File: src/hw/boot_rom.hex
// one 32-bit word per line, word index 0 first
B0070000
B0070001
B0070002
B0070003
B0070004
B0070005
B0070006
B0070007
B0070008
B0070009
B007000A
B007000B
B007000C
B007000D
B007000E
B007000F
File: src/hw/soc_pkg.sv
// ************************************************************************
// shared definitions of the SoC memory slice
// address map, bus widths, memory sizes and crossbar target encoding
// ************************************************************************

package soc_pkg;

  // bus widths
  localparam int ADDR_W = 32;
  localparam int DATA_W = 32;
  localparam int STRB_W = DATA_W / 8;

  typedef logic [ADDR_W-1:0] addr_t;
  typedef logic [DATA_W-1:0] data_t;
  typedef logic [STRB_W-1:0] strb_t;

  // ************************************************************************
  // L2 memory, word interleaved over the banks
  // ************************************************************************
  localparam int    NB_L2_BANKS   = 4;
  localparam int    L2_BANK_WORDS = 64;
  localparam int    L2_BANK_AW    = 6;
  localparam int    L2_BANK_SEL_W = $clog2(NB_L2_BANKS);
  // bank select sits right above the byte offset, row index above that
  localparam int    L2_ROW_LSB    = 2 + L2_BANK_SEL_W;
  localparam addr_t L2_BASE       = 32'h1C00_0000;
  localparam addr_t L2_SPAN       = 32'h0000_0400;

  // boot rom
  localparam int    ROM_WORDS = 16;
  localparam int    ROM_AW    = $clog2(ROM_WORDS);
  localparam addr_t ROM_BASE  = 32'h1A00_0000;
  localparam addr_t ROM_SPAN  = 32'h0000_0040;
  localparam string ROM_FILE  = "/design/src/hw/boot_rom.hex";

  // prefetch event counter, one word
  localparam addr_t EVT_BASE  = 32'h1A10_0000;
  localparam int    EVT_CNT_W = 8;

  // crossbar targets
  typedef enum logic [1:0] {
    TGT_ROM,
    TGT_L2,
    TGT_EVT,
    TGT_NONE
  } tgt_e;

endpackage

File: src/hw/pf_evt_receiver.sv
// ************************************************************************
// prefetch event receiver
// level handshake synchronizer plus saturating event counter
// ************************************************************************

`timescale 1ns/1ns

module pf_evt_receiver import soc_pkg::*; (
  input  logic                 s_soc_clk,
  input  logic                 s_soc_rstn,
  input  logic                 pf_evt_valid_i,
  output logic                 pf_evt_ack_o,
  input  logic                 evt_clr_i,
  output logic [EVT_CNT_W-1:0] evt_count_o
);

  logic                 sync1_q;
  logic                 sync2_q;
  logic                 sync3_q;
  logic                 evt_pulse;
  logic [EVT_CNT_W-1:0] count_q;

  always_ff @(posedge s_soc_clk or negedge s_soc_rstn) begin
    if (!s_soc_rstn) begin
      sync1_q <= 1'b0;
      sync2_q <= 1'b0;
      sync3_q <= 1'b0;
    end else begin
      sync1_q <= pf_evt_valid_i;
      sync2_q <= sync1_q;
      sync3_q <= sync2_q;
    end
  end

  // synchronized level doubles as the acknowledge
  assign pf_evt_ack_o = sync2_q;
  assign evt_pulse    = sync2_q & ~sync3_q;

  // clear has priority over a coincident event
  always_ff @(posedge s_soc_clk or negedge s_soc_rstn) begin
    if (!s_soc_rstn) begin
      count_q <= '0;
    end else if (evt_clr_i) begin
      count_q <= '0;
    end else if (evt_pulse && count_q != '1) begin
      count_q <= count_q + 1'b1;
    end
  end

  assign evt_count_o = count_q;

endmodule

File: config.mk
export PLATFORM = sky130hd
export DESIGN_NAME = pf_evt_receiver
export DESIGN_NICKNAME = d
export VERILOG_FILES = /design/src/hw/soc_pkg.sv /design/src/hw/pf_evt_receiver.sv
export SDC_FILE = /design/constraint.sdc
export NUM_CORES = 1
export LEC_CHECK = 0
export ABC_AREA = 1
export BUFFER_PORTS_ARGS = -buffer_cell sky130_fd_sc_hd__buf_4
export CORE_MARGIN = 10
export CORE_UTILIZATION = 30
export CTS_CLUSTER_SIZE = 25
export DETAILED_ROUTE_END_ITERATION = 7
export GPL_ROUTABILITY_DRIVEN = 0
export GPL_TIMING_DRIVEN = 1
export REMOVE_ABC_BUFFERS = 1
export SETUP_SLACK_MARGIN = 0.1
export SLEW_MARGIN = 0
export SYNTH_ARGS = -nofsm -noshare
export SYNTH_HDL_FRONTEND = slang
export SYNTH_SLANG_ARGS = --single-unit
export TNS_END_PERCENT = 100
File: constraint.sdc
create_clock -name s_soc_clk -period 1.5 [get_ports s_soc_clk]
set_input_delay 0.3 -clock s_soc_clk [delete_from_list [all_inputs] [get_ports s_soc_clk]]
set_output_delay 0.3 -clock s_soc_clk [all_outputs]
set_load 0.1 [all_outputs]
==> results.txt, run 1 <==
CP required -> 1.20 ns
DR vias/cell -> 4.34
Slew Limit Fails -> 0
Hold Fails Final Rpt -> 0
Setup slack, reg-to-reg -> 0.19 ns
Post-Route WL -> 1.27 mm
Fmax -> 748 MHz
Detailed Place HPWL -> 1.00 mm
Commonest non-fill, non-tap cells in the layout -> nand2_1 (25), buf_4 (12), dfrtp_1 (11)
Syn-to-layout area delta -> 28.6%
Max-cap violations -> 0
Clock sink count -> 11
Clock buffer depth -> 2
H-Tree Depth -> 1
Mapped Cells -> 75
Drt drc -> 0
Setup_tns -> 0 ns
Yosys warning total -> 0
Hold path startpoint -> pf_evt_valid_i
Num rows -> 15
Syn Std Cell Area -> 573 µm²
# port buffers -> 12
Outcome -> complete, no violations
Avg Cell Area, Syn -> 7.64 µm²
Worst Path Arrival -> 1.04 ns
Cell Chain, Critical Path -> buf_4
Buffers & Inverters on Critical Path -> 1
DIE WIDTH -> 63.7 µm
# diodes -> 0
CTS tree -> built
Critical path startpoint category -> register
WHS Path Cells -> 1
# setup viols final -> 0
Critical Path Max Stage Delay -> 0.44 ns
Vias in the first global route -> 520
Clk root buf -> clkbuf_4
Cell Pwr Density -> 806 nW/µm²
Kind of cell adding the most delay to the critical path -> flip-flops
Pwr Total -> 594 µW
Clock-pin slew on the worst setup and hold paths -> 0.07 ns
Vias -> 508
Leakage Power -> 0.000394 µW
Layout cell share with drive strength beyond 1 -> 25.0%
Postcts setup bufs -> 0
Seq cells post-synth -> 11
Count of different cell masters after synthesis -> 18
R2R Path End -> evt_count_o[5]
DR WL/cell -> 10.8 µm
Most common cell after layout, fill and taps aside -> nand2_1
Layout Nets -> 98
Max Clock Skew -> 0.00556 ns
Clock Latency Late Sink -> 0.27 ns
Crit path capture type -> output pin
Core Region -> 1760 µm²
Seq/Total Area, Yosys -> 48.0%
Boundary Pins -> 13
Routed Antenna Nets -> 0
Global-route wire length before repair -> 2.32 mm
R2R Path Start -> evt_count_o[0]
Kind of critical path -> register to output pin
Slew @ Worst Pin -> 0.282 ns
Crit-path slowest cell -> dfrtp_1
Period utilization -> 89.1%
Worst R2R Path Depth -> 9
Die height -> 63.7 µm
CP Max Fanout -> 5
GR Overflow Total -> 0
Pin count of the biggest net entering global routing -> 12
RSZ-0062 raised after global routing -> true
Initial Util -> 32.5%
Num CTS Buffers -> 3
Final Critical Period -> 1.34 ns
Die area -> 4060 µm²
Max_slew headroom -> 81.4%
Min-delay worst type -> input pin to register
Maximum vdd drop -> 0.568 mV
Initial antenna violation count -> 0
Tot GR Track Use -> 7.18%
Pre-Repair DR Iteration Count -> 2
Sink of the worst hold path -> sync1_q
DRT iter0 DRCs -> 6
[sequential cells by signal, summed over array words and instances (netlist names)]
signal        flops
pf_evt_ack_o      1
evt_count_o       8
sync1_q           1
sync3_q           1
[timing repair]
item	4_1_cts	5_1_grt
endpoints found under the hold margin	11	0
endpoints found under the setup margin	0	6
hold buffers	1	0
resized for setup	0	2
[power by group]
part	internal, µW	total, µW	leakage (µW)	switching, µW
Sequential	304	309	0.000146	4.97
Clock	103	203	0.0000150	99.6
Combinational	20.9	82.6	0.000233	61.7
[cell families (layout without fill, tap and decap cells)]
kind of cell / count (synthesis) / count (layout) / synth area share (%)
adder cells (fa/ha/maj): 1 / 1 / 2.18
flip-flops: 11 / 11 / 48.0
AND/OR/NAND/NOR: 47 / 47 / 35.6
buffers and inverters: 10 / 27 / 7.42
XOR/XNOR: 1 / 1 / 1.53
AO/OA/AOI/OAI: 5 / 5 / 5.24
[layer usage]
layer / up-vias / share of wire [%] / global-route usage [%]
met1: 229 / 44 / 7.47
li1: 266 / - / -
met3: 5 / 4.5 / 2.65
met2: 8 / 48 / 11.4
met4: 0 / 3.6 / 5.74
met5: - / 0 / 0
[metrics by stage]
stage	cells	util [%]	hold slack [ns]	instance area (µm²)	setup WS [ns]
final	117	41.8	0.134	737	0.163
after global routing	117	41.8	0.116	737	0.0977
after CTS	117	41.4	0.127	731	0.152
after detailed placement	112	39.4	0.142	694	0.192
after global placement	112	39.4	0.140	694	0.200
after floorplan	75	-	0.00441	573	-0.440
[worst max-delay path by stage]
stage | startpoint | end | slack, ns | cells past startpoint
after global routing | evt_count_o[0] | evt_count_o[5] | 0.1 | 9
after floorplan | evt_count_o[1] | evt_count_o[3] | -0.44 | 9
after CTS | evt_count_o[3] | evt_count_o[3] | 0.15 | 1
after detailed placement | evt_count_o[0] | evt_count_o[5] | 0.19 | 9
after global placement | evt_count_o[0] | evt_count_o[2] | 0.20 | 9
final | evt_count_o[3] | evt_count_o[3] | 0.16 | 1
[cell type report]
type / instances / area [µm²]
Fill cell: 204 / 1030
Sequential cell: 11 / 275
Multi-Input combinational cell: 54 / 262
Timing Repair Buffer: 13 / 100
Inverter: 10 / 42.5
Tap cell: 25 / 31.3
Clock buffer: 4 / 26.3
[synth_stat cells (all sizes together)]
| cell | number | area, µm² |
|---|---|---|
| nand2 | 29 | 121 |
| dfrtp | 11 | 275 |
| nor2 | 11 | 46.3 |
| inv | 9 | 33.8 |
| nand3 | 5 | 25.0 |
| o21ai | 2 | 10.0 |
| a21boi | 1 | 7.51 |
| a21oi | 1 | 5.00 |
| clkinv | 1 | 8.76 |
| ha | 1 | 12.5 |
| nand4 | 1 | 6.26 |
| nor3 | 1 | 5.00 |
| o21bai | 1 | 7.51 |
| xor2 | 1 | 8.76 |
Note: power is estimated with default switching activity, not from simulation.
==> run 2, diff against run 1 <==
- CORE_AREA: not set -> 10 10 47 49
- CORE_MARGIN: 10 -> not set
- CORE_UTILIZATION: 30 -> not set
- DIE_AREA: not set -> 0 0 57 59
- PLACE_DENSITY: not set -> 0.66
==> run 2 against run 1 <==
  * Sequential share of layout area increased by 0.38 points
  * Fmax increased by 0.28%
  * Power increased by 0.40%
  * Flip-flop and latch count unchanged
  * Clock-buffer cell count decreased by 1
  * Final area decreased by 1.0%
  * Critical path type unchanged
  * Critical endpoint unchanged
  * Largest cell class unchanged
==> results.txt, run 2 (same netlist as run 1, synthesis figures left out) <==
Outcome -> complete, no violations (unchanged)
Maximum vdd drop -> 0.601 mV (was 0.568 mV)
DIE WIDTH -> 57 µm (was 63.7 µm)
Register area -> 275 µm² (unchanged)
R2R Path End -> evt_count_o[4] (was evt_count_o[5])
Setup slack, reg-to-reg -> 0.20 ns (was 0.19 ns)
Layout Nets -> 98 (unchanged)
Layout cell share with drive strength beyond 1 -> 27.2% (was 25.0%)
Initial Util -> 40.9% (was 32.5%)
WHS -> 0.136 ns (was 0.134 ns)
CP required -> 1.20 ns (about the same)
R2R Path Start -> evt_count_o[1] (was evt_count_o[0])
Clock-pin slew on the worst setup and hold paths -> 0.08 ns (was 0.07 ns)
Worst R2R Path Depth -> 9 (unchanged)
Footprint of the multi-input gates -> 264 µm² (was 262 µm²)
DP Worst Slack -> 0.180 ns (was 0.192 ns)
Fmax -> 750 MHz (was 748 MHz)
Kind of critical path -> register to output pin (unchanged)
Crit-path slowest cell -> dfrtp_1 (unchanged)
Critical Path Max Stage Delay -> 0.44 ns (about the same)
Die height -> 59 µm (was 63.7 µm)
Pin count of the biggest net entering global routing -> 12 (unchanged)
Critical path startpoint category -> register (unchanged)
Boundary Pins -> 13 (unchanged)
# diodes -> 0 (unchanged)
Initial antenna violation count -> 0 (unchanged)
Num CTS Buffers -> 3 (unchanged)
# port buffers -> 12 (unchanged)
Period utilization -> 88.9% (was 89.1%)
Final core utilization -> 52.1% (was 41.8%)
Syn-to-layout area delta -> 27.3% (was 28.6%)
Worst Path Arrival -> 1.03 ns (was 1.04 ns)
# setup viols final -> 0 (unchanged)
Clk root buf -> clkbuf_4 (unchanged)
Cell Chain, Critical Path -> buf_4 (unchanged)
Hold Fails Final Rpt -> 0 (unchanged)
Max reg flops -> 8 (unchanged)
# fillers -> 145 (was 204)
Global-route wire length before repair -> 2.15 mm (was 2.32 mm)
Placed cell areas -> 683 µm² (was 694 µm²)
Hold path startpoint -> pf_evt_valid_i (unchanged)
H-Tree Depth -> 1 (unchanged)
Vias in the first global route -> 513 (was 520)
Commonest non-fill, non-tap cells in the layout -> nand2_1 (25), buf_4 (12), dfrtp_1 (11) (unchanged)
Cell area after layout -> 729 µm² (was 737 µm²)
Max-cap violations -> 0 (unchanged)
Final setup margin -> 0.167 ns (was 0.163 ns)
Min-delay worst type -> input pin to register (unchanged)
Kind of cell adding the most delay to the critical path -> flip-flops (unchanged)
Pre-Repair DR Iteration Count -> 4 (was 2)
Crit path capture type -> output pin (unchanged)
Slew @ Worst Pin -> 0.280 ns (was 0.282 ns)
RSZ-0062 raised after global routing -> false (was true)
Slew Limit Fails -> 0 (unchanged)
Num rows -> 14 (was 15)
CP Max Fanout -> 5 (unchanged)
GR Overflow Total -> 0 (unchanged)
DR vias/cell -> 4.64 (was 4.34)
Postcts setup bufs -> 0 (unchanged)
Max_slew headroom -> 81.5% (was 81.4%)
Cell Pwr Density -> 818 nW/µm² (was 806 nW/µm²)
DRT iter0 DRCs -> 9 (was 6)
Die area -> 3360 µm² (was 4060 µm²)
Vias -> 501 (was 508)
CTS tree -> built (unchanged)
Clock buffer depth -> 2 (unchanged)
Post-Route WL -> 1.26 mm (was 1.27 mm)
Setup_tns -> 0 ns (unchanged)
WHS Path Cells -> 1 (unchanged)
Sink of the worst hold path -> sync1_q (unchanged)
Routed Antenna Nets -> 0 (unchanged)
Leakage Power -> 0.000393 µW (was 0.000394 µW)
Final Critical Period -> 1.33 ns (was 1.34 ns)
Most common cell after layout, fill and taps aside -> nand2_1 (unchanged)
Clock Latency Late Sink -> 0.26 ns (was 0.27 ns)
Detailed Place HPWL -> 990 µm (was 1.00 mm)
DR WL/cell -> 11.7 µm (was 10.8 µm)
Max Clock Skew -> 0.00151 ns (was 0.00556 ns)
Core Region -> 1400 µm² (was 1760 µm²)
Drt drc -> 0 (unchanged)
Clock sink count -> 11 (unchanged)
Tot GR Track Use -> 7.97% (was 7.18%)
Buffers & Inverters on Critical Path -> 1 (unchanged)
-- run 2: cell types whose count changed in the layout (fill, tap and decap cells not counted), sizes merged --
cell    before  now
clkinv       1    2
clkbuf       4    3
-- run 2: area by class of cell --
class,instances,area share (%)
inverter,10,5.83
tap,16,2.74
timing repair buffer,13,13.7
clock buffer,3,3.09
sequential,11,37.7
clock inverter,1,0.686
multi-input combinational,54,36.2
-- run 2: worst max path at each step --
| stage | startpoint | to | slack [ns] | depth (start not counted) |
|---|---|---|---|---|
| 4_1_cts | evt_count_o[3] | evt_count_o[3] | 0.15 | 1 |
| 3_5_place_dp | evt_count_o[0] | evt_count_o[6] | 0.18 | 6 |
| 3_3_place_gp | evt_count_o[0] | evt_count_o[0] | 0.21 | 6 |
| 5_1_grt | evt_count_o[0] | evt_count_o[4] | 0.09 | 9 |
| 6_report | evt_count_o[3] | evt_count_o[3] | 0.17 | 1 |
| 2_1_floorplan | evt_count_o[1] | evt_count_o[3] | -0.44 | 9 |
-- run 2: routing by layer --
| layer | global-route usage, % | vias up | share of wire [%] |
|---|---|---|---|
| li1 | - | 266 | - |
| met2 | 13.5 | 4 | 52 |
| met4 | 4.70 | 0 | 1.6 |
| met5 | 0 | - | 0 |
| met3 | 3.43 | 2 | 4.1 |
| met1 | 8.02 | 229 | 42 |
-- run 2: power by group --
part / internal (µW) / total, µW / switching (µW)
registers: 303 / 309 / 5.15
logic: 21.0 / 82.7 / 61.7
clock network: 98.5 / 205 / 107
-- run 2: per-stage QoR --
stage,instances,total power (µW)
finish,108,596
CTS,108,603
global route,108,630
floorplan,75,368
detailed placement,103,395
global placement,103,395
-- run 2: what timing repair did --
item                       CTS  global route
setup endpoints to repair    0             7
hold endpoints to repair    11             0
gates resized for setup      0             3
hold buffers                 1             0
