==> src/hw/boot_rom.hex <==
// one 32-bit word per line, word index 0 first
B0070000
B0070001
B0070002
B0070003
B0070004
B0070005
B0070006
B0070007
B0070008
B0070009
B007000A
B007000B
B007000C
B007000D
B007000E
B007000F
==> src/hw/soc_pkg.sv <==
// ************************************************************************
// shared definitions of the SoC memory slice
// address map, bus widths, memory sizes and crossbar target encoding
// ************************************************************************

package soc_pkg;

  // bus widths
  localparam int ADDR_W = 32;
  localparam int DATA_W = 32;
  localparam int STRB_W = DATA_W / 8;

  typedef logic [ADDR_W-1:0] addr_t;
  typedef logic [DATA_W-1:0] data_t;
  typedef logic [STRB_W-1:0] strb_t;

  // ************************************************************************
  // L2 memory, word interleaved over the banks
  // ************************************************************************
  localparam int    NB_L2_BANKS   = 4;
  localparam int    L2_BANK_WORDS = 64;
  localparam int    L2_BANK_AW    = 6;
  localparam int    L2_BANK_SEL_W = $clog2(NB_L2_BANKS);
  // bank select sits right above the byte offset, row index above that
  localparam int    L2_ROW_LSB    = 2 + L2_BANK_SEL_W;
  localparam addr_t L2_BASE       = 32'h1C00_0000;
  localparam addr_t L2_SPAN       = 32'h0000_0400;

  // boot rom
  localparam int    ROM_WORDS = 16;
  localparam int    ROM_AW    = $clog2(ROM_WORDS);
  localparam addr_t ROM_BASE  = 32'h1A00_0000;
  localparam addr_t ROM_SPAN  = 32'h0000_0040;
  localparam string ROM_FILE  = "/design/src/hw/boot_rom.hex";

  // prefetch event counter, one word
  localparam addr_t EVT_BASE  = 32'h1A10_0000;
  localparam int    EVT_CNT_W = 8;

  // crossbar targets
  typedef enum logic [1:0] {
    TGT_ROM,
    TGT_L2,
    TGT_EVT,
    TGT_NONE
  } tgt_e;

endpackage

==> src/hw/apb_mem_bridge.sv <==
// ************************************************************************
// APB slave to single-cycle memory request bridge
// grant is tied to request, response strobe registered one cycle later
// ************************************************************************

`timescale 1ns/1ns

module apb_mem_bridge import soc_pkg::*; (
  input  logic  s_soc_clk,
  input  logic  s_soc_rstn,

  // apb slave side
  input  addr_t paddr_i,
  input  data_t pwdata_i,
  input  strb_t pstrb_i,
  input  logic  pwrite_i,
  input  logic  psel_i,
  input  logic  penable_i,
  output data_t prdata_o,
  output logic  pready_o,
  output logic  pslverr_o,

  // memory request side
  output logic  mem_req_o,
  output logic  mem_we_o,
  output addr_t mem_addr_o,
  output data_t mem_wdata_o,
  output strb_t mem_be_o,
  input  data_t mem_rdata_i,
  input  logic  mem_err_i
);

  logic req_done_q;
  logic rvalid_q;

  // one request per transfer, issued in the first access cycle
  assign mem_req_o   = psel_i & penable_i & ~req_done_q;
  assign mem_we_o    = pwrite_i;
  assign mem_addr_o  = paddr_i;
  assign mem_wdata_o = pwdata_i;
  // reads fetch the full word
  assign mem_be_o    = pwrite_i ? pstrb_i : '1;

  always_ff @(posedge s_soc_clk or negedge s_soc_rstn) begin
    if (!s_soc_rstn) begin
      req_done_q <= 1'b0;
      rvalid_q   <= 1'b0;
    end else begin
      // grant equals request, so r_valid follows it by one cycle
      rvalid_q <= mem_req_o;
      if (mem_req_o) begin
        req_done_q <= 1'b1;
      end else if (rvalid_q || !psel_i) begin
        req_done_q <= 1'b0;
      end
    end
  end

  // response strobe closes the transfer
  assign pready_o  = rvalid_q;
  assign prdata_o  = rvalid_q ? mem_rdata_i : '0;
  assign pslverr_o = rvalid_q & mem_err_i;

endmodule

==> config.mk <==
export PLATFORM = sky130hd
export DESIGN_NAME = apb_mem_bridge
export DESIGN_NICKNAME = d
export VERILOG_FILES = /design/src/hw/soc_pkg.sv /design/src/hw/apb_mem_bridge.sv
export SDC_FILE = /design/constraint.sdc
export NUM_CORES = 1
export LEC_CHECK = 0
export BUFFER_PORTS_ARGS = -buffer_cell sky130_fd_sc_hd__buf_2
export CAP_MARGIN = 10
export CORE_AREA = 5 5 78 80
export CTS_CLUSTER_DIAMETER = 100
export DETAILED_ROUTE_END_ITERATION = 8
export DIE_AREA = 0 0 83 85
export RECOVER_POWER = 100
export SETUP_SLACK_MARGIN = 0.4
export SKIP_LAST_GASP = 1
export SLEW_MARGIN = 30
export SYNTH_ARGS = -nofsm -noshare
export SYNTH_HDL_FRONTEND = slang
export SYNTH_SLANG_ARGS = --single-unit
==> constraint.sdc <==
create_clock -name s_soc_clk -period 0.8 [get_ports s_soc_clk]
set_input_delay 0 -clock s_soc_clk [delete_from_list [all_inputs] [get_ports s_soc_clk]]
set_output_delay 0 -clock s_soc_clk [all_outputs]
set_load 0.03 [all_outputs]
==> results of run 1 <==
==> cells by family after synthesis <==
| group | synth area share [%] |
|---|---|
| AO/OA/AOI/OAI | 0.9248 |
| buffers and inverters | 61.94 |
| flip-flops | 6.164 |
| AND/OR/NAND/NOR | 30.97 |
==> metal layers <==
layer	part of all wire (%)	wire length, um	vias up
met3	25	720	18
met2	46	1333	106
met1	25	734	267
met5	0	0	-
met4	4.2	123	0
li1	-	-	310
==> synth_stat cells <==
master / count / area share (%)
and2_1: 33 / 25
nor2_1: 1 / 0.46
nand2_1: 1 / 0.46
nand2b_1: 6 / 4.6
buf_4: 65 / 60
a21boi_1: 1 / 0.92
dfrtp_1: 2 / 6.2
clkbuf_2: 3 / 1.8
==> metrics by stage <==
stage	util, %	setup WS [ps]
5_1_grt	20.46	-359.5
2_1_floorplan	-	-71.03
3_3_place_gp	17.23	-100.4
3_5_place_dp	17.23	-109.5
6_report	20.46	-318.7
4_1_cts	20.63	-332.5
==> final cells by class <==
| type | count | area [um^2] | share of cell area, % |
|---|---|---|---|
| Tap cell | 72 | 90.09 | 8.247 |
| Timing Repair Buffer | 85 | 544.3 | 49.83 |
| Clock buffer | 4 | 45.04 | 4.124 |
| Multi-Input combinational cell | 42 | 361.6 | 33.10 |
| Sequential cell | 2 | 51.30 | 4.696 |
==> worst max-delay path by stage <==
stage                               to  cells after the start  slack (ps)
after floorplan            prdata_o[0]                      2         -70
after global placement    prdata_o[29]                      3        -100
after detailed placement  prdata_o[31]                      3        -110
after CTS                 prdata_o[31]                      3        -330
after global routing      prdata_o[31]                      3        -360
final                     prdata_o[31]                      3        -320
==> worst max-delay path: stages (launching register included) <==
cell	delay, ps
dfrtp_2	410
buf_12	160
and2_2	170
buf_4	160
==> sequential cells by signal, summed over array words and instances (netlist names) <==
signal,flops
req_done_q,1
pready_o,1
==> what timing repair did <==
action,CTS,global route
pin swaps,0,1
resized for setup,44,9
cloned,0,0
hold buffers,1,0
buffers inserted,1,0
setup endpoints to repair,39,40
endpoints found under the hold margin,2,0
==> report_power, final <==
group | switching, uW | internal, uW | total (uW) | leakage, uW
Clock | 89.9 | 339 | 429 | 0.0000228
Sequential | 5.62 | 110 | 115 | 0.0000246
Combinational | 299 | 290 | 588 | 0.000558
Total | 394 | 738 | 1130 | 0.000605
==> metrics.txt, run 1 <==
result of the run finished, violations left; failing checks negative setup slack; share of layout cells above drive strength 1 88.72%; CTS tree yes; Synth Instances 112; initial antenna violation count 0; core area 5338 um^2; Crit Reg-Reg Endpoint req_done_q$_DFFE_PN0P_; clock skew 1.458 ps; hold depth 0; GR Util met2 12.39%; Final Non-Filler Cells 205; Synth Cell Area 812.0 um^2; vias in the first global route 701; Placed Instance Area 919.6 um^2; Tot GR Track Use 7.232%; antenna cells 0; register bit total from synthesis 2; commonest non-fill, non-tap cell in the layout buf_2; Fill cells 581; post-route ant nets 0; crit start category flop; Wirelength per Cell 14.20 um; worst r2r src pready_o$_DFF_PN0_; most frequent cells in the layout buf_2 (39), buf_4 (35), and2_4 (31), clkbuf_1 (7); CTS clk-pin slew, worst paths 30 ps; total power 1132 uW; min Tclk post-route 1119 ps; Max Slew Vio Count 0; DIE AREA 7055 um^2; Hold Path Class input pin to output port; RSZ-0062 raised after global routing true; final instance area 1092 um^2; Synth cell types 8; Clock Sinks 2; crit path DAT 1120 ps; Crit Path Class flop to output port; DRT Pass-1 Iters 4; Chip Width 83 um; M1 GR Usage 5.097%; worst endpoint required time 800 ps; Setup TNS Final -9684 ps; global-route wire length before repair 4029 um; initial drt markers 4; Layout area overhead 34.51%; grt met3 use 6.893%; final hold vios 0; dpl cells 199; Peak VDD IR 381.8 uV; via count 701; DPL Wire Length 2513 um; Leak 0.0006050 uW; FF-to-FF setup slack -100 ps; chip height 85 um; final wirelength 2912 um; Worst-Skew Late Latency 210 ps; Synth warnings 0; critical path peak fanout 32; post-synthesis sequential area ratio 6.163%; Slew headroom 73.16%; Syn Area/Cell 7.250 um^2; GP Congestion 0.7845; worst slew pin tran 404.3 ps; Fmax achieved 893.9 MHz; DRC Markers 0; CP startpoint pready_o$_DFF_PN0_; hold path endpoint mem_addr_o[30]; busiest grt layer met2; IO buf count 81; Vias/cell 3.420; GRT overflow 0; Syn Nets 218; Final WS setup -318.7 ps; crit end category output port; total CTS buffers 3; fin nets 240; largest net degree at the start of global routing 33; Initial Util 15.21%; final worst-path cycle share 139.8%; H-tree depth 1; Max Root-Sink Buffers 2; hold path start paddr_i[30]; clk root buf clkbuf_8; # IOs 210; Pwr Density 1037 nW/um^2; Final setup viols 36; Max Cap Viol 0; worst reg2reg path depth 3; Hold Slack 0.01324 ps; Rows 27
Note: power is estimated with default switching activity, not from simulation.
==> inputs of run 2 (changes only) <==
==> constraint.sdc (replaced) <==
create_clock -name s_soc_clk -period 0.8 [get_ports s_soc_clk]
set_input_delay 0.16 -clock s_soc_clk [delete_from_list [all_inputs] [get_ports s_soc_clk]]
set_output_delay 0.16 -clock s_soc_clk [all_outputs]
set_load 0.03 [all_outputs]
==> run 2 against run 1 <==
  * The flow finishes with violations (negative hold slack, negative setup slack)
  * Sequential share of layout area down 0.27 points
  * Power up 1.5%
  * Clock-buffer cell count unchanged
  * Combinational power up 6.1%
  * Die area unchanged
  * Sequential power about the same
  * Largest cell class unchanged
==> metrics.txt, run 2 (synthesis results as in run 1) <==
DRC Markers 0; # IOs 210; Crit Path Class flop to output port; IO buf count 81; Int Pwr 764.5 uW; Wirelength per Cell 13.71 um; most frequent cells in the layout buf_2 (37), buf_4 (34), and2_4 (30), buf_6 (8); crit end category output port; global-route wire length before repair 4202 um; antenna cells 0; CTS clk-pin slew, worst paths 30 ps; Max Cap Viol 0; RSZ-0062 raised after global routing true; via count 728; Leak 0.0006491 uW; commonest non-fill, non-tap cell in the layout buf_2; clock skew 6.790 ps; Pwr Density 992.4 nW/um^2; area of the multi-input gates 367.9 um^2; vias in the first global route 769; initial antenna violation count 0; Clock Power Share 35.7%; Gate power share 54.2%; largest net degree at the start of global routing 32; fin nets 242; Peak VDD IR 611.4 uV; worst endpoint required time 640 ps; Slew headroom 85.63%; share of layout cells above drive strength 1 93.33%; DRT Pass-1 Iters 1; Chip Width 83 um; Worst-Skew Late Latency 210 ps; CTS tree yes; critical path peak fanout 31; total CTS buffers 3; core area 5338 um^2; dpl cells 201; final hold vios 2; Final setup viols 36; Hold Slack -29.58 ps; crit start category flop; Fill cells 596; DIE AREA 7055 um^2; min Tclk post-route 1250 ps; Clock Sinks 2; post-route ant nets 0; Tot GR Track Use 7.216%; failing checks negative hold slack, negative setup slack; Layout area overhead 42.68%; Initial Util 15.21%; Hold Path Class input pin to async pin; final worst-path cycle share 156.2%; worst slew pin tran 214.8 ps; switching pwr 385.3 uW; CTS Hold Bufs 1; DPL Wire Length 2374 um; final wirelength 2838 um; Max Root-Sink Buffers 2; result of the run finished, violations left; post-layout util 21.71%; switching fraction of total power 33.51%; Seq. cell area 51.30 um^2; crit path DAT 1090 ps; chip height 85 um; H-tree depth 1; Rows 27; GP Congestion 0.8509; Max Slew Vio Count 0; sequential group share of total power 10.1%; Final WS setup -449.8 ps; Vias/cell 3.517; Fmax achieved 800.1 MHz; GRT overflow 0; Final Non-Filler Cells 207; initial drt markers 0; clk root buf clkbuf_8
==> run 2: path summary, 6_finish.rpt <==
check                                       start                endpoint  slack, ps  depth (start not counted)
setup / recovery               pready_o$_DFF_PN0_             prdata_o[1]       -450                          3
min in group s_soc_clk                     psel_i  req_done_q$_DFFE_PN0P_        220                          2
setup reg to reg               pready_o$_DFF_PN0_  req_done_q$_DFFE_PN0P_        -80                          3
hold / removal                         s_soc_rstn      pready_o$_DFF_PN0_        -30                          2
hold reg to reg            req_done_q$_DFFE_PN0P_      pready_o$_DFF_PN0_        590                          2
max in group asynchronous              s_soc_rstn      pready_o$_DFF_PN0_        700                          2
==> run 2: metrics by stage <==
stage / worst slack, ps / hold slack [ps] / area [um^2] / power [uW] / TNS [ps]
after floorplan: -231.0 / -135.6 / 1444 / 1303 / -7347
after global placement: -234.4 / -54.73 / 964.7 / 664.4 / -7767
after detailed placement: -240.0 / -54.41 / 964.7 / 669.0 / -7981
after CTS: -455.1 / 221.8 / 1202 / 1194 / -15460
after global routing: -489.7 / -1.763 / 1159 / 1229 / -16750
final: -449.8 / -29.58 / 1159 / 1150 / -15210
==> run 2: timing repair <==
item	in CTS	in global routing
buffers inserted	1	0
endpoints found under the hold margin	2	2
setup endpoints to repair	42	43
cloned	0	0
gates resized for setup	57	1
==> run 2: critical path, stage by stage (launching register included) <==
cell and delay (ps):
dfrtp_2 410, buf_12 160, and2_4 140, buf_4 160
==> run 2: final cells by class <==
cell class / count / share of cell area (%)
tap: 72 / 7.775
timing repair buffer: 87 / 52.16
multi-input combinational: 42 / 31.75
sequential: 2 / 4.428
clock buffer: 4 / 3.888
==> run 2: per-layer routing <==
| metal | track usage (%) | vias to the layer above | wire [um] |
|---|---|---|---|
| met3 | 7.767 | 24 | 658 |
| li1 | - | 315 | - |
| met1 | 4.647 | 285 | 717 |
| met2 | 11.95 | 104 | 1288 |
| met5 | 0 | - | 0 |
| met4 | 4.903 | 0 | 174 |
==> run 2: power groups by stage <==
stage / logic (uW) / clock network (uW) / registers (uW)
after floorplan: 1180 / 0 / 126
after global placement: 545 / 0 / 119
after detailed placement: 550 / 0 / 119
after CTS: 652 / 424 / 118
after global routing: 664 / 448 / 117
final: 624 / 411 / 116
==> inputs of run 3 (changes only) <==
==> constraint.sdc (replaced) <==
create_clock -name s_soc_clk -period 0.8 [get_ports s_soc_clk]
set_input_delay 0.04 -clock s_soc_clk [delete_from_list [all_inputs] [get_ports s_soc_clk]]
set_output_delay 0.04 -clock s_soc_clk [all_outputs]
set_load 0.03 [all_outputs]
==> run 3 against run 2 <==
  * The flow finishes with violations (negative setup slack)
  * Cell count shrank 1.4%
  * Critical path depth is the same
  * Sequential power grew 3%
  * Core utilization shrank 0.38 points
  * Clock-buffer cell count is the same
  * Clock skew shrank 3.8 ps
  * First-iteration DRC count grew 9
  * Global-route usage grew 0.38 points
  * Critical path type unchanged
  * Largest power group unchanged
==> metrics.txt, run 3 (synthesis results as in run 1) <==
total power 1154 uW; final hold vios 0; RSZ-0062 raised after global routing true; Tot GR Track Use 7.598%; dpl cells 199; Peak VDD IR 355.6 uV; min Tclk post-route 1161 ps; post-route ant nets 0; GRT overflow 0; via count 707; CTS tree yes; final instance area 1139 um^2; Final setup viols 36; result of the run finished, violations left; crit end category output port; Slew headroom 73.28%; Fmax achieved 861.5 MHz; Pwr Density 1014 nW/um^2; largest net degree at the start of global routing 33; GP Congestion 0.7812; chip height 85 um; Leak 0.0006211 uW; initial drt markers 9; Crit Path Class flop to output port; critical path peak fanout 32; global-route wire length before repair 4215 um; vias in the first global route 707; Wirelength per Cell 14.29 um; clock skew 3.023 ps; Vias/cell 3.466; initial antenna violation count 0; worst slew pin tran 402.5 ps; Layout area overhead 40.22%; Max Slew Vio Count 0; Chip Width 83 um; Worst-Skew Late Latency 210 ps; Max Root-Sink Buffers 2; crit start category flop; Placed Instance Area 919.6 um^2; fin nets 239; worst endpoint required time 760 ps; H-tree depth 1; share of layout cells above drive strength 1 91.67%; Final Non-Filler Cells 204; Clock Sinks 2; Fill cells 579; worst slack, placed -147.0 ps; DIE AREA 7055 um^2; Hold Slack 80.01 ps; final wirelength 2916 um; total CTS buffers 3; Max Cap Viol 0; Final WS setup -360.8 ps; Hold Path Class input pin to output port; DRT Pass-1 Iters 2; DPL Wire Length 2554 um; DRC Markers 0; CTS clk-pin slew, worst paths 30 ps; final worst-path cycle share 145.1%; clk root buf clkbuf_8; Initial Util 15.21%; area of the multi-input gates 386.6 um^2; failing checks negative setup slack; commonest non-fill, non-tap cell in the layout buf_2; core area 5338 um^2; IO buf count 81; Post-CTS Setup Bufs 0; most frequent cells in the layout buf_2 (35), buf_4 (33), and2_4 (30), buf_6 (8), clkbuf_1 (7); antenna cells 0; Seq. cell area 51.30 um^2; # IOs 210; Rows 27; crit path DAT 1120 ps
[run 3: layout make-up]
class / instances / share of cell area, %
multi-input combinational: 42 / 33.96
sequential: 2 / 4.506
clock buffer: 4 / 3.956
tap: 72 / 7.912
timing repair buffer: 84 / 49.67
[run 3: final timing paths]
| check | start | depth (start not counted) | slack [ps] | to |
|---|---|---|---|---|
| min reg2reg | req_done_q$_DFFE_PN0P_ | 1 | 530 | pready_o$_DFF_PN0_ |
| max reg2reg | pready_o$_DFF_PN0_ | 3 | -90 | req_done_q$_DFFE_PN0P_ |
| max in group asynchronous | s_soc_rstn | 2 | 510 | pready_o$_DFF_PN0_ |
| min in group asynchronous | s_soc_rstn | 2 | 150 | pready_o$_DFF_PN0_ |
| min | paddr_i[10] | 0 | 80 | mem_addr_o[10] |
| max | pready_o$_DFF_PN0_ | 3 | -360 | prdata_o[31] |
[run 3: worst max-delay path, cell delays in order (launching register included)]
cell	delay, ps
dfrtp_2	410
buf_12	160
and2_2	170
buf_4	160
[run 3: repair_timing]
item	CTS	global route
pin swaps	1	1
setup endpoints to repair	42	41
hold buffers	1	0
hold endpoints to repair	2	0
resized for setup	60	0
[run 3: report_power, final]
group / total [uW] / switching [uW] / internal (uW) / leakage, uW
combinational: 607 / 302 / 306 / 0.000574
sequential: 120 / 10.6 / 110 / 0.0000246
clock: 427 / 88.2 / 339 / 0.0000228
total: 1150 / 401 / 754 / 0.000621
[run 3: per-layer routing]
layer	vias up	GRT usage [%]	part of all wire, %
met5	-	0	0
met4	0	5.646	4.7
met3	20	7.961	26
met2	106	11.73	45
met1	271	5.505	24
li1	310	-	-
[run 3: through the flow]
stage,setup TNS (ps),util [%]
2_1_floorplan,-3387,-
5_1_grt,-12370,21.33
6_report,-11240,21.33
4_1_cts,-11500,22.01
3_5_place_dp,-3981,17.23
3_3_place_gp,-3717,17.23
